[config.mk]
export PLATFORM = sky130hd
export DESIGN_NAME = cpu
export DESIGN_NICKNAME = d
export VERILOG_FILES = /design/src/hdl/lc3b_types.sv /design/src/hdl/ir.sv /design/src/hdl/regfile.sv /design/src/hdl/alu.sv /design/src/hdl/datapath.sv /design/src/hdl/control.sv /design/src/hdl/cpu.sv
export SDC_FILE = /design/constraint.sdc
export NUM_CORES = 1
export LEC_CHECK = 0
export ABC_AREA = 0
export BUFFER_PORTS_ARGS = -buffer_cell sky130_fd_sc_hd__buf_2
export CORE_MARGIN = 5
export CORE_UTILIZATION = 42
export CTS_BUF_LIST = sky130_fd_sc_hd__clkbuf_8
export CTS_CLUSTER_SIZE = 16
export DETAILED_ROUTE_END_ITERATION = 8
export GPL_ROUTABILITY_DRIVEN = 0
export GPL_TIMING_DRIVEN = 0
export SYNTH_ARGS = -nofsm -noshare
export SYNTH_HDL_FRONTEND = slang
export SYNTH_HIERARCHICAL = 1
export SYNTH_SLANG_ARGS = --single-unit
export TNS_END_PERCENT = 20
[constraint.sdc]
create_clock -name clk -period 5.4 [get_ports clk]
set_input_delay 1.08 -clock clk [delete_from_list [all_inputs] [get_ports clk]]
set_output_delay 1.08 -clock clk [all_outputs]
set_load 0.05 [all_outputs]
[src/hdl/lc3b_types.sv]
`default_nettype none

package lc3b_types;

    typedef logic [15:0] lc3b_word;
    typedef logic [2:0]  lc3b_reg;
    typedef logic [2:0]  lc3b_nzp;

    typedef logic [3:0]  lc3b_imm4;
    typedef logic [4:0]  lc3b_imm5;
    typedef logic [5:0]  lc3b_offset6;
    typedef logic [8:0]  lc3b_offset9;
    typedef logic [10:0] lc3b_offset11;

    typedef enum logic [3:0] {
        op_br   = 4'b0000,
        op_add  = 4'b0001,
        op_ldb  = 4'b0010,
        op_stb  = 4'b0011,
        op_jsr  = 4'b0100,
        op_and  = 4'b0101,
        op_ldr  = 4'b0110,
        op_str  = 4'b0111,
        op_rti  = 4'b1000,
        op_not  = 4'b1001,
        op_ldi  = 4'b1010,
        op_sti  = 4'b1011,
        op_jmp  = 4'b1100,
        op_shf  = 4'b1101,
        op_lea  = 4'b1110,
        op_trap = 4'b1111
    } lc3b_opcode;

    typedef enum logic [2:0] {
        alu_add,
        alu_and,
        alu_not,
        alu_pass,
        alu_sll,
        alu_srl,
        alu_sra
    } lc3b_aluop;

    typedef enum logic [1:0] {
        pcmux_plus2  = 2'b00,
        pcmux_branch = 2'b01,
        pcmux_base   = 2'b10
    } pcmux_sel_t;

    typedef enum logic [2:0] {
        alumux_reg   = 3'b000,
        alumux_sext5 = 3'b001,
        alumux_adj6  = 3'b010,
        alumux_zext4 = 3'b011
    } alumux_sel_t;

    typedef enum logic [1:0] {
        rfmux_alu   = 2'b00,
        rfmux_mdr   = 2'b01,
        rfmux_bradd = 2'b10,
        rfmux_pc    = 2'b11
    } regfilemux_sel_t;

    localparam lc3b_word reset_pc = 16'h0000;
    localparam lc3b_reg  link_reg = 3'd7;

endpackage : lc3b_types

`default_nettype wire

[src/hdl/ir.sv]
`timescale 1ns/1ps
`default_nettype none

module ir
    import lc3b_types::*;
(
    input  logic         clk,
    input  logic         reset,
    input  logic         load,
    input  lc3b_word     in,
    output lc3b_opcode   opcode,
    output logic         inst4,
    output logic         inst5,
    output logic         inst11,
    output lc3b_reg      dest,
    output lc3b_reg      src1,
    output lc3b_reg      src2,
    output lc3b_imm4     imm4,
    output lc3b_imm5     imm5,
    output lc3b_offset6  offset6,
    output lc3b_offset9  offset9,
    output lc3b_offset11 offset11
);

    lc3b_word data;

    always_ff @(posedge clk) begin
        if (reset) begin
            data <= 16'h0000;  // BR with nzp clear never branches
        end else if (load) begin
            data <= in;
        end
    end

    assign opcode   = lc3b_opcode'(data[15:12]);
    assign dest     = data[11:9];  // Also the nzp mask of a branch
    assign src1     = data[8:6];
    assign src2     = data[2:0];
    assign inst4    = data[4];
    assign inst5    = data[5];
    assign inst11   = data[11];
    assign imm4     = data[3:0];
    assign imm5     = data[4:0];
    assign offset6  = data[5:0];
    assign offset9  = data[8:0];
    assign offset11 = data[10:0];

endmodule : ir

`default_nettype wire

[src/hdl/regfile.sv]
`timescale 1ns/1ps
`default_nettype none

module regfile
    import lc3b_types::*;
(
    input  logic     clk,
    input  logic     reset,
    input  logic     load,
    input  lc3b_word in,
    input  lc3b_reg  src_a,
    input  lc3b_reg  src_b,
    input  lc3b_reg  dest,
    output lc3b_word reg_a,
    output lc3b_word reg_b
);

    lc3b_word data [8];

    always_ff @(posedge clk) begin
        if (reset) begin
            for (int i = 0; i < 8; i++) begin
                data[i] <= 16'h0000;
            end
        end else if (load) begin
            data[dest] <= in;
        end
    end

    assign reg_a = data[src_a];  // No bypass, a write shows up one cycle later
    assign reg_b = data[src_b];

endmodule : regfile

`default_nettype wire

[src/hdl/alu.sv]
`timescale 1ns/1ps
`default_nettype none

module alu
    import lc3b_types::*;
(
    input  lc3b_aluop aluop,
    input  lc3b_word  a,
    input  lc3b_word  b,
    output lc3b_word  f
);

    logic [3:0] shamt;

    assign shamt = b[3:0];

    always_comb begin
        case (aluop)
            alu_add:  f = a + b;
            alu_and:  f = a & b;
            alu_not:  f = ~a;
            alu_pass: f = b;
            alu_sll:  f = a << shamt;
            alu_srl:  f = a >> shamt;
            alu_sra:  f = lc3b_word'($signed(a) >>> shamt);
            default:  f = a;
        endcase
    end

endmodule : alu

`default_nettype wire

[src/hdl/datapath.sv]
`timescale 1ns/1ps
`default_nettype none

module datapath
    import lc3b_types::*;
(
    input  logic            clk,
    input  logic            reset,

    input  lc3b_word        mem_rdata,
    input  logic            mem_resp,

    input  logic            load_pc,
    input  logic            load_ir,
    input  logic            load_regfile,
    input  logic            load_mar,
    input  logic            load_mdr,
    input  logic            load_cc,
    input  pcmux_sel_t      pcmux_sel,
    input  logic            storemux_sel,
    input  logic            destmux_sel,
    input  alumux_sel_t     alumux_sel,
    input  regfilemux_sel_t regfilemux_sel,
    input  logic            marmux_sel,
    input  logic            mdrmux_sel,
    input  lc3b_aluop       aluop,

    output lc3b_word        mem_address,
    output lc3b_word        mem_wdata,

    output lc3b_opcode      opcode,
    output logic            inst4,
    output logic            inst5,
    output logic            inst11,
    output logic            branch_enable
);

    lc3b_reg      dest, src1, src2;
    lc3b_reg      storemux_out, destmux_out;
    lc3b_imm4     imm4;
    lc3b_imm5     imm5;
    lc3b_offset6  offset6;
    lc3b_offset9  offset9;
    lc3b_offset11 offset11;

    lc3b_word pc, pc_plus2, pcmux_out;
    lc3b_word adj6, adj9, adj11, sext5, zext4;
    lc3b_word br_offset, bradd_out;
    lc3b_word sr1_out, sr2_out, alumux_out, alu_out;
    lc3b_word regfilemux_out, marmux_out, mdrmux_out;
    lc3b_word mar, mdr;
    lc3b_nzp  gencc, cc;
    logic     mdr_load_en;

    assign adj6  = {{9{offset6[5]}}, offset6, 1'b0};
    assign adj9  = {{6{offset9[8]}}, offset9, 1'b0};
    assign adj11 = {{4{offset11[10]}}, offset11, 1'b0};
    assign sext5 = {{11{imm5[4]}}, imm5};
    assign zext4 = {12'h000, imm4};

    // PC and branch target
    assign pc_plus2  = pc + 16'd2;
    assign br_offset = (opcode == op_jsr) ? adj11 : adj9;  // JSR carries an 11 bit offset
    assign bradd_out = pc + br_offset;

    always_comb begin
        case (pcmux_sel)
            pcmux_branch: pcmux_out = bradd_out;
            pcmux_base:   pcmux_out = sr1_out;
            default:      pcmux_out = pc_plus2;
        endcase
    end

    always_ff @(posedge clk) begin
        if (reset) begin
            pc <= reset_pc;
        end else if (load_pc) begin
            pc <= pcmux_out;
        end
    end

    // Memory address and data registers
    assign marmux_out  = marmux_sel ? pc : alu_out;
    assign mdrmux_out  = mdrmux_sel ? mem_rdata : alu_out;
    assign mdr_load_en = load_mdr & (~mdrmux_sel | mem_resp);  // Read data lands on response

    always_ff @(posedge clk) begin
        if (load_mar) begin
            mar <= marmux_out;
        end
        if (mdr_load_en) begin
            mdr <= mdrmux_out;
        end
    end

    assign mem_address = mar;
    assign mem_wdata   = mdr;

    ir u_ir (
        .clk,
        .reset,
        .load(load_ir),
        .in(mdr),
        .opcode,
        .inst4,
        .inst5,
        .inst11,
        .dest,
        .src1,
        .src2,
        .imm4,
        .imm5,
        .offset6,
        .offset9,
        .offset11
    );

    // Register file
    assign storemux_out = storemux_sel ? dest : src2;  // STR reads its source through port b
    assign destmux_out  = destmux_sel ? link_reg : dest;

    always_comb begin
        case (regfilemux_sel)
            rfmux_mdr:   regfilemux_out = mdr;
            rfmux_bradd: regfilemux_out = bradd_out;
            rfmux_pc:    regfilemux_out = pc;
            default:     regfilemux_out = alu_out;
        endcase
    end

    regfile u_regfile (
        .clk,
        .reset,
        .load(load_regfile),
        .in(regfilemux_out),
        .src_a(src1),
        .src_b(storemux_out),
        .dest(destmux_out),
        .reg_a(sr1_out),
        .reg_b(sr2_out)
    );

    // ALU operand select
    always_comb begin
        case (alumux_sel)
            alumux_sext5: alumux_out = sext5;
            alumux_adj6:  alumux_out = adj6;
            alumux_zext4: alumux_out = zext4;
            default:      alumux_out = sr2_out;
        endcase
    end

    alu u_alu (
        .aluop,
        .a(sr1_out),
        .b(alumux_out),
        .f(alu_out)
    );

    // Condition codes
    always_comb begin
        if (regfilemux_out[15]) begin
            gencc = 3'b100;
        end else if (regfilemux_out == 16'h0000) begin
            gencc = 3'b010;
        end else begin
            gencc = 3'b001;
        end
    end

    always_ff @(posedge clk) begin
        if (reset) begin
            cc <= 3'b010;
        end else if (load_cc) begin
            cc <= gencc;
        end
    end

    assign branch_enable = |(dest & cc);

endmodule : datapath

`default_nettype wire

[src/hdl/control.sv]
`timescale 1ns/1ps
`default_nettype none

module control
    import lc3b_types::*;
(
    input  logic            clk,
    input  logic            reset,

    input  lc3b_opcode      opcode,
    input  logic            inst4,
    input  logic            inst5,
    input  logic            inst11,
    input  logic            branch_enable,
    input  logic            mem_resp,

    output logic            load_pc,
    output logic            load_ir,
    output logic            load_regfile,
    output logic            load_mar,
    output logic            load_mdr,
    output logic            load_cc,
    output pcmux_sel_t      pcmux_sel,
    output logic            storemux_sel,
    output logic            destmux_sel,
    output alumux_sel_t     alumux_sel,
    output regfilemux_sel_t regfilemux_sel,
    output logic            marmux_sel,
    output logic            mdrmux_sel,
    output lc3b_aluop       aluop,
    output logic            mem_read,
    output logic            mem_write
);

    typedef enum logic [3:0] {
        s_fetch1,
        s_fetch2,
        s_fetch3,
        s_decode,
        s_alu,
        s_br,
        s_jmp,
        s_jsr1,
        s_jsr2,
        s_lea,
        s_calc_addr,
        s_ldr_mem,
        s_ldr_wb,
        s_str_mdr,
        s_str_mem
    } state_t;

    state_t state, next_state;

    always_ff @(posedge clk) begin
        if (reset) begin
            state <= s_fetch1;
        end else begin
            state <= next_state;
        end
    end

    always_comb begin
        next_state = state;
        case (state)
            s_fetch1: next_state = s_fetch2;
            s_fetch2: if (mem_resp) next_state = s_fetch3;
            s_fetch3: next_state = s_decode;
            s_decode: begin
                case (opcode)
                    op_add, op_and, op_not, op_shf: next_state = s_alu;
                    op_br:            next_state = s_br;
                    op_jmp:           next_state = s_jmp;
                    op_jsr:           next_state = s_jsr1;
                    op_lea:           next_state = s_lea;
                    op_ldr, op_str:   next_state = s_calc_addr;
                    default:          next_state = s_fetch1;  // Unsupported, treated as a no-op
                endcase
            end
            s_jsr1:      next_state = s_jsr2;
            s_calc_addr: next_state = (opcode == op_ldr) ? s_ldr_mem : s_str_mdr;
            s_ldr_mem:   if (mem_resp) next_state = s_ldr_wb;
            s_str_mdr:   next_state = s_str_mem;
            s_str_mem:   if (mem_resp) next_state = s_fetch1;
            default:     next_state = s_fetch1;
        endcase
    end

    always_comb begin
        load_pc        = 1'b0;
        load_ir        = 1'b0;
        load_regfile   = 1'b0;
        load_mar       = 1'b0;
        load_mdr       = 1'b0;
        load_cc        = 1'b0;
        pcmux_sel      = pcmux_plus2;
        storemux_sel   = 1'b0;
        destmux_sel    = 1'b0;
        alumux_sel     = alumux_reg;
        regfilemux_sel = rfmux_alu;
        marmux_sel     = 1'b0;
        mdrmux_sel     = 1'b0;
        aluop          = alu_add;
        mem_read       = 1'b0;
        mem_write      = 1'b0;

        case (state)
            s_fetch1: begin
                marmux_sel = 1'b1;
                load_mar   = 1'b1;
            end
            s_fetch2: begin
                mem_read   = 1'b1;
                mdrmux_sel = 1'b1;
                load_mdr   = 1'b1;
                load_pc    = mem_resp;  // PC moves on with the instruction word
            end
            s_fetch3: load_ir = 1'b1;
            s_alu: begin
                case (opcode)
                    op_and: aluop = alu_and;
                    op_not: aluop = alu_not;
                    op_shf: aluop = inst4 ? (inst5 ? alu_sra : alu_srl) : alu_sll;
                    default: aluop = alu_add;
                endcase
                if (opcode == op_shf) begin
                    alumux_sel = alumux_zext4;
                end else if (opcode != op_not && inst5) begin
                    alumux_sel = alumux_sext5;
                end
                load_regfile = 1'b1;
                load_cc      = 1'b1;
            end
            s_br: begin
                pcmux_sel = pcmux_branch;
                load_pc   = branch_enable;
            end
            s_jmp: begin
                pcmux_sel = pcmux_base;
                load_pc   = 1'b1;
            end
            s_jsr1: begin
                regfilemux_sel = rfmux_pc;
                destmux_sel    = 1'b1;
                load_regfile   = 1'b1;
            end
            s_jsr2: begin
                pcmux_sel = inst11 ? pcmux_branch : pcmux_base;
                load_pc   = 1'b1;
            end
            s_lea: begin
                regfilemux_sel = rfmux_bradd;
                load_regfile   = 1'b1;
                load_cc        = 1'b1;
            end
            s_calc_addr: begin
                alumux_sel = alumux_adj6;
                load_mar   = 1'b1;
            end
            s_ldr_mem: begin
                mem_read   = 1'b1;
                mdrmux_sel = 1'b1;
                load_mdr   = 1'b1;
            end
            s_ldr_wb: begin
                regfilemux_sel = rfmux_mdr;
                load_regfile   = 1'b1;
                load_cc        = 1'b1;
            end
            s_str_mdr: begin
                storemux_sel = 1'b1;
                aluop        = alu_pass;
                load_mdr     = 1'b1;
            end
            s_str_mem: mem_write = 1'b1;
            default: ;
        endcase
    end

endmodule : control

`default_nettype wire

[src/hdl/cpu.sv]
`timescale 1ns/1ps
`default_nettype none

module cpu
    import lc3b_types::*;
(
    input  logic     clk,
    input  logic     reset,
    input  lc3b_word mem_rdata,
    input  logic     mem_resp,
    output lc3b_word mem_address,
    output lc3b_word mem_wdata,
    output logic     mem_read,
    output logic     mem_write
);

    logic            load_pc, load_ir, load_regfile, load_mar, load_mdr, load_cc;
    logic            storemux_sel, destmux_sel, marmux_sel, mdrmux_sel;
    pcmux_sel_t      pcmux_sel;
    alumux_sel_t     alumux_sel;
    regfilemux_sel_t regfilemux_sel;
    lc3b_aluop       aluop;
    lc3b_opcode      opcode;
    logic            inst4, inst5, inst11, branch_enable;

    control u_control (
        .clk,
        .reset,
        .opcode,
        .inst4,
        .inst5,
        .inst11,
        .branch_enable,
        .mem_resp,
        .load_pc,
        .load_ir,
        .load_regfile,
        .load_mar,
        .load_mdr,
        .load_cc,
        .pcmux_sel,
        .storemux_sel,
        .destmux_sel,
        .alumux_sel,
        .regfilemux_sel,
        .marmux_sel,
        .mdrmux_sel,
        .aluop,
        .mem_read,
        .mem_write
    );

    datapath u_datapath (
        .clk,
        .reset,
        .mem_rdata,
        .mem_resp,
        .load_pc,
        .load_ir,
        .load_regfile,
        .load_mar,
        .load_mdr,
        .load_cc,
        .pcmux_sel,
        .storemux_sel,
        .destmux_sel,
        .alumux_sel,
        .regfilemux_sel,
        .marmux_sel,
        .mdrmux_sel,
        .aluop,
        .mem_address,
        .mem_wdata,
        .opcode,
        .inst4,
        .inst5,
        .inst11,
        .branch_enable
    );

endmodule : cpu

`default_nettype wire

==> out/metrics.yaml, run 1 <==
synthToLayoutAreaGrowth_pct: 15.4
r2r_cells: 21
routed_wirelength_um: 54400
grt_pass1_vias: 13100
vias_per_cell: 6.40
core.rowCount: 70
leakage_nw: 6.60
pre_cts_slack_ns: -1.47
die_h_um: 203
grt_usage_pct: 26.1
grt_pass1_wl_um: 82000
clkSinkCount: 199
ir_drop_mv: 0.238
syn_nets: 1563
crit_fanout: 6
synth-xor-area-share_pct: 1.46
vias: 13600
synth_top_family_by_area: "multiplexers"
r2r_start: "u_control/state[0]"
worst_slew_pin_slew_ns: 0.941
ios: 53
grt_max_degree: 20
core_um2: 36700
cts-htree-levels: 4
post-route-period-util_pct: 110
cts_root_buf: "clkbuf_8"
grt_overflow: 0
totalNegativeSetupSlack_ns: -1.08
yosys-mux-area-fraction_pct: 22.6
drc_errors: 0
startpoint: "u_control/state[0]"
violations: "setup timing"
clk_latency_ns: 0.52
yosys_warnings: 6
wl_per_cell_um: 25.7
layout_commonest_cell: "edfxtp_1"
place_hpwl_um: 41200
r2r_slack_ns: -0.55
hp-start: "u_datapath/pc[0]"
hold_viol: 0
synth-edff-count: 160
drt_first_pass_iters: 6
p_per_area_nw_per_um2: 344
hold_class: "flip-flop to flip-flop"
cts_buffer_depth: 2
synth_flop_cell: "edfxtp_1"
crit_arrival_ns: 6.37
syn_area_per_cell_um2: 10.4
start_util_pct: 42.6
ant_nets: 0
die_w_um: 203
fin_crit_ns: 5.95
drv_cap: 0
holdPathStages: 2
async_flop_share_pct: 0
start_kind: "flip-flop"
grt_setup_unrepaired: "true"
setup_viol: 9
syn-instance-count: 1507
ys_types: 95
yosys.area_share.simple_pct: 14.6
maxSlewViolCount: 0
seq_area_frac_synth_pct: 35.8
synth-compound-area-share_pct: 15.0
clk_pin_slew_ns: 0.11
end_kind: "flip-flop"
final_nets: 1694
layout_common_cells: "edfxtp_1, nor3_1, nor2_1"
postCtsHoldBufs: 0
p_total_mw: 6.20
cts_tree: "done"
critPathRequiredTime_ns: 5.82
synthAdderAreaFrac_pct: 3.06
drtIter0Drc: 1502
critPathKind: "flip-flop to flip-flop"
setup_slack_ns: -0.553
synth_seq_cells: 199
io_buffers: 52
finClkSkew_ns: 0.0169
dieArea_um2: 41100
drive_above_1_share_pct: 29.1
max_freq_ghz: 0.168
numCtsBuffers: 17
status: "finished, violations left"
antenna_found_initial: 0
max_slew_margin_pct: 37.1
syn_area_um2: 15600
## where the power goes
group          switching [mW]  internal (mW)
registers               0.118           1.85
clock network           0.595          0.422
logic                    2.06           1.16
total                    2.77           3.43
## logic make-up after synthesis
kind of cell             after synthesis
AO/OA/AOI/OAI                        341
XOR/XNOR                              26
multiplexers                         224
other                                  1
buffers and inverters                213
flip-flops                           199
AND/OR/NAND/NOR                      466
adder cells (fa/ha/maj)               37
## critical path, cell delays in order, from the launching register on
cell	delay (ns)
dfxtp_2	0.36
nor2b_4	0.18
nand3_4	0.11
inv_4	0.09
mux2_4	0.38
buf_12	0.17
mux4_2	0.41
mux2_4	0.28
a32o_2	0.27
ha_4	0.19
fa_2	0.39
a211oi_4	0.29
o21bai_1	0.12
a21oi_1	0.18
xor2_1	0.18
nor2_1	0.07
o32a_4	0.46
a22o_1	0.27
a2111o_1	0.29
or4_4	0.48
or4_4	0.51
o21a_1	0.19
## synthesized netlist by cell type, types with 8 or more instances
cell      number  area, um2
mux2_2        91       1020
o21bai_1      11       82.6
xnor2_1       15        131
o21ai_1       11       55.1
or2_2          9       56.3
o211ai_1       9       67.6
nor2b_1       16        100
mux2i_1       55        551
clkinv_1      16       60.1
mux4_1        57       1500
nand2_1       82        308
and3_1         8       50.1
nor2_1       120        450
a21oi_1       59        295
clkbuf_1      64        240
xor2_1        11       96.3
a31oi_1        8       50.1
o21ai_0       67        335
buf_2         22        110
o22ai_1       20        125
buf_6         17        191
nand2b_1      12       75.1
mux4_2        18        405
buf_4         40        300
inv_1         31        116
nor3_1       138        691
dfxtp_1       39        781
a211oi_1      14        105
nand3_1       27        135
buf_1         14       52.6
ha_1          35        438
a21o_1        23        173
edfxtp_1     160       4800
a221oi_1      12        105
a22oi_1       24        180
## cell type report
class	instances	area, um2
Fill cell	3352	18700
Antenna cell	1	2.50
Tap cell	468	586
Multi-Input combinational cell	1095	9360
Clock buffer	17	234
Sequential cell	199	5600
Timing Repair Buffer	114	806
Buffer	162	1050
Clock inverter	15	164
Inverter	49	215
## stage by stage
stage / utilization [%] / hold WS (ns) / instance area [um2] / instances
2_1_floorplan: - / 0.446 / 15700 / 1507
3_3_place_gp: 45.0 / 0.464 / 16500 / 2027
3_5_place_dp: 45.5 / 0.473 / 16700 / 2038
4_1_cts: 48.4 / 0.494 / 17700 / 2105
5_1_grt: 49.1 / 0.526 / 18000 / 2119
6_report: 49.1 / 0.502 / 18000 / 2120
## path summary, 6_finish.rpt
check,endpoint
min,u_datapath/pc[0]
max reg2reg,u_datapath/cc[0]
min reg2reg,u_datapath/pc[0]
max,u_datapath/cc[0]
## layer usage
metal / track usage (%) / vias up / part of all wire (%)
li1: - / 6074 / -
met1: 37.3 / 6691 / 43
met2: 39.7 / 681 / 44
met3: 4.50 / 117 / 8.5
met4: 10.5 / 0 / 4.4
met5: 0 / - / 0
## flip-flops by register name, indices dropped and copies added (netlist names)
signal,flops
u_datapath/mem_wdata,16
u_datapath/mem_address,16
u_control/state,4
u_datapath/cc,3
u_datapath/pc,16
u_datapath/u_ir/data,16
u_datapath/u_regfile/data,128
## timing repair
item / in CTS / in global routing
buffers inserted: 36 / 15
resized for setup: 102 / 47
pin swaps: 26 / 29
setup endpoints to repair: 143 / 100
Note: power is estimated with default switching activity, not from simulation.
==> run 2, diff against run 1 <==
--- a/config.mk
+++ b/config.mk
@@ -16,6 +16,5 @@
 export GPL_TIMING_DRIVEN = 0
 export SYNTH_ARGS = -nofsm -noshare
 export SYNTH_HDL_FRONTEND = slang
-export SYNTH_HIERARCHICAL = 1
 export SYNTH_SLANG_ARGS = --single-unit
 export TNS_END_PERCENT = 20
==> run 2 against run 1 <==
Net effect:
- utilization grew 0.43 points
- synthesized cell count up 8.3%
- the flow finishes with violations (DRC, capacitance limit, slew limit, setup timing)
- die area fell by 1.1%
- via count is 14% higher
- largest power group unchanged
- sequential share of layout area rose by 0.71 points
- highest routed layer unchanged
- largest cell class unchanged
- synthesized area is 1.1% lower
- sequential power shrank 2%
==> out/metrics.yaml, run 2 <==
status: "finished, violations left"
violations: "DRC, capacitance limit, slew limit, setup timing"
p_per_area_nw_per_um2: 313  # -9.1%
synth-compound-area-share_pct: 21.2  # +6.2 points
holdWs_ns: 0.486  # -0.0158 ns
seq_area_frac_synth_pct: 37.1  # +1.3 points
r2r_cells: 21  # unchanged
crit_arrival_ns: 6.16  # -0.21 ns
routed_wirelength_um: 65000  # +20%
start_kind: "flip-flop"
crit_fanout: 5  # -1
max_freq_ghz: 0.176  # +5.0%
leakage_nw: 6.80  # +3.0%
synth-xor-area-share_pct: 1.52  # +0.065 points
wl_met2_um: 27600  # +16%
synth_top_cell_by_area: "edfxtp_1"
synth_top_family_by_area: "compound AO/OA/AOI/OAI gates"
io_buffers: 52  # unchanged
synth_flop_cell: "edfxtp_1"
hold_class: "flip-flop to flip-flop"
setup_slack_ns: -0.269  # +0.284 ns
ant_nets: 0  # unchanged
antenna_cells: 0  # -1
die_h_um: 202  # -0.53%
final_nets: 1822  # +7.6%
drtIter0Drc: 2693  # +79%
synth_seq_cells: 206  # +3.5%
holdPathStages: 2  # unchanged
r2r_start: "u_control.state[1]"
yosys.area_share.simple_pct: 16.4  # +1.8 points
regMostFlops: "u_datapath.u_regfile.data"
start_util_pct: 42.4  # -0.17 points
vias_per_cell: 6.85  # +7.1%
largest_reg_flops: 128  # unchanged
clk_pin_slew_ns: 0.07  # -0.04 ns
wl_per_cell_um: 28.8  # +12%
syn_area_per_cell_um2: 9.46  # -8.7%
wl_met1_um: 24800  # +5.1%
setup_viol: 15  # +6
core_um2: 36400  # -0.72%
wl_met3_um: 8790  # +90%
yosys_warnings: 0  # -6
grt_max_degree: 20  # unchanged
syn_nets: 1687  # +7.9%
cts_tree: "done"
grt_pass1_wl_um: 94900  # +16%
ir_drop_mv: 0.187  # -21%
antenna_found_initial: 0  # unchanged
cts_buffer_depth: 3  # +1
async_flop_share_pct: 0  # unchanged
cts_root_buf: "clkbuf_8"
worst_slew_pin_slew_ns: 1.47  # +0.525 ns
synthToLayoutAreaGrowth_pct: 16.9
grt_setup_unrepaired: "true"
synthAdderAreaFrac_pct: 2.97  # -0.095 points
drt_first_pass_iters: 9  # +3
core.rowCount: 70  # unchanged
cts-htree-levels: 2  # -2
pre_cts_slack_ns: -1.43  # +0.0333 ns
fin_crit_ns: 5.67  # -0.284 ns
grt_usage_pct: 30.7  # +4.6 points
yosys-top-cells-area: "edfxtp_1, mux4_2, dfxtp_1"
critPathRequiredTime_ns: 5.89  # +0.07 ns
dieArea_um2: 40700  # -1.1%
post-route-period-util_pct: 105  # -5.3 points
top_layer: "met4"
numCtsBuffers: 37  # +20
vias: 15500  # +14%
clkSinkCount: 206  # +3.5%
startpoint: "u_control.state[1]"
die_w_um: 202  # -0.53%
ys_types: 93  # -2.1%
maxSlewViolCount: 1  # +1
ios: 53  # unchanged
yosys-top-cells-count: "nor2_1, edfxtp_1, nand2_1, a21oi_1, mux2i_1"
place_hpwl_um: 47000  # +14%
drive_above_1_share_pct: 22.0  # -7.0 points
syn-instance-count: 1632  # +8.3%
grt_pass1_vias: 14600  # +11%
grt_overflow: 0  # unchanged
drv_cap: 1  # +1
hp-start: "u_datapath.cc[1]"
max_slew_margin_pct: -0.525  # -38 points
synth_top_area_share_pct: 31.1  # +0.35 points
critPathKind: "flip-flop to flip-flop"
layout_common_cells: "nor2_1, edfxtp_1, nand2_1"
finClkSkew_ns: 0.0375  # +0.0205 ns
yosys-mux-area-fraction_pct: 16.1  # -6.5 points
drc_errors: 34  # +34
hold_viol: 0  # unchanged
clk_latency_ns: 0.61  # +0.09 ns
end_kind: "flip-flop"
synth-edff-count: 160  # unchanged
fillerInstances: 3430  # +2.3%
syn_area_um2: 15400  # -1.1%
layout_commonest_cell: "nor2_1"
synth_most_common_cell: "nor2_1"
run 2: changes by cell type in the layout (fill, tap and decap cells not counted), sizes merged, moves of 36 or more:
| cell | delta |
|---|---|
| nand2 | +77 |
| mux2i | +36 |
| mux2 | -75 |
| nor3 | -98 |
| a21oi | +77 |
| nor2 | +114 |
| buf | -52 |
run 2: critical path, stage by stage (launching register included):
cell	delay, ns
dfxtp_4	0.36
and4b_1	0.26
buf_6	0.15
mux2i_4	0.35
buf_8	0.16
buf_12	0.11
mux4_2	0.53
mux2i_4	0.23
a21oi_2	0.10
ha_4	0.25
a21o_1	0.20
a21o_1	0.16
a21oi_2	0.18
o21ai_2	0.13
mux2i_1	0.14
a222oi_1	0.30
nand2_1	0.20
nor3_4	0.38
nand4_1	0.22
a2111o_1	0.44
or4_4	0.49
a41o_1	0.20
run 2: power breakdown:
part           switching [mW]  internal, mW  leakage [nW]
combinational            1.58         0.753          4.41
clock                   0.697         0.689         0.384
sequential             0.0804          1.85          2.00
total                    2.36          3.29          6.80
run 2: timing repair:
| item | in CTS | in global routing |
|---|---|---|
| buffers inserted | 36 | 14 |
| hold buffers | 0 | 0 |
| gates cloned | 0 | 1 |
| resized for setup | 115 | 38 |
| pin swaps | 43 | 14 |
| setup endpoints to repair | 127 | 80 |
run 2: final timing paths:
| path | endpoint | slack [ns] |
|---|---|---|
| max | u_datapath.cc[0] | -0.27 |
| min | u_datapath.cc[1] | 0.49 |
| max reg2reg | u_datapath.cc[0] | -0.27 |
| min reg2reg | u_datapath.cc[1] | 0.49 |
run 2: stage by stage:
stage                     utilization (%)  area [um2]  instances  TNS [ns]  power (mW)
after detailed placement             44.9       16400       2154    -85.84        3.93
after global routing                 49.5       18000       2261     -4.23        5.82
after global placement               44.8       16300       2152    -95.02        3.91
after CTS                            48.8       17800       2247   -0.0321        5.47
final                                49.5       18000       2261     -2.33        5.65
after floorplan                         -       15500       1632         0        3.25
run 2: final cells by class:
type | instances | area (um2) | share of cell area (%)
inverter | 43 | 165 | 0.915
multi-input combinational | 1259 | 9530 | 52.8
clock inverter | 25 | 126 | 0.700
buffer | 115 | 648 | 3.59
clock buffer | 40 | 551 | 3.05
timing repair buffer | 105 | 701 | 3.88
sequential | 206 | 5740 | 31.8
tap | 468 | 586 | 3.24
run 2: cells by family (layout without fill, tap and decap cells):
family / Yosys count / in the layout
AND/OR/NAND/NOR: 568 / 568
flip-flops: 206 / 206
AO/OA/AOI/OAI: 465 / 465
buffers and inverters: 167 / 328
XOR/XNOR: 23 / 23
multiplexers: 167 / 167
adder cells (fa/ha/maj): 36 / 36
run 2: routing by layer:
layer,track usage [%],vias up
li1,-,6548
met1,40.7,7446
met2,45.3,1226
met3,9.90,276
met4,15.1,0
met5,0,-
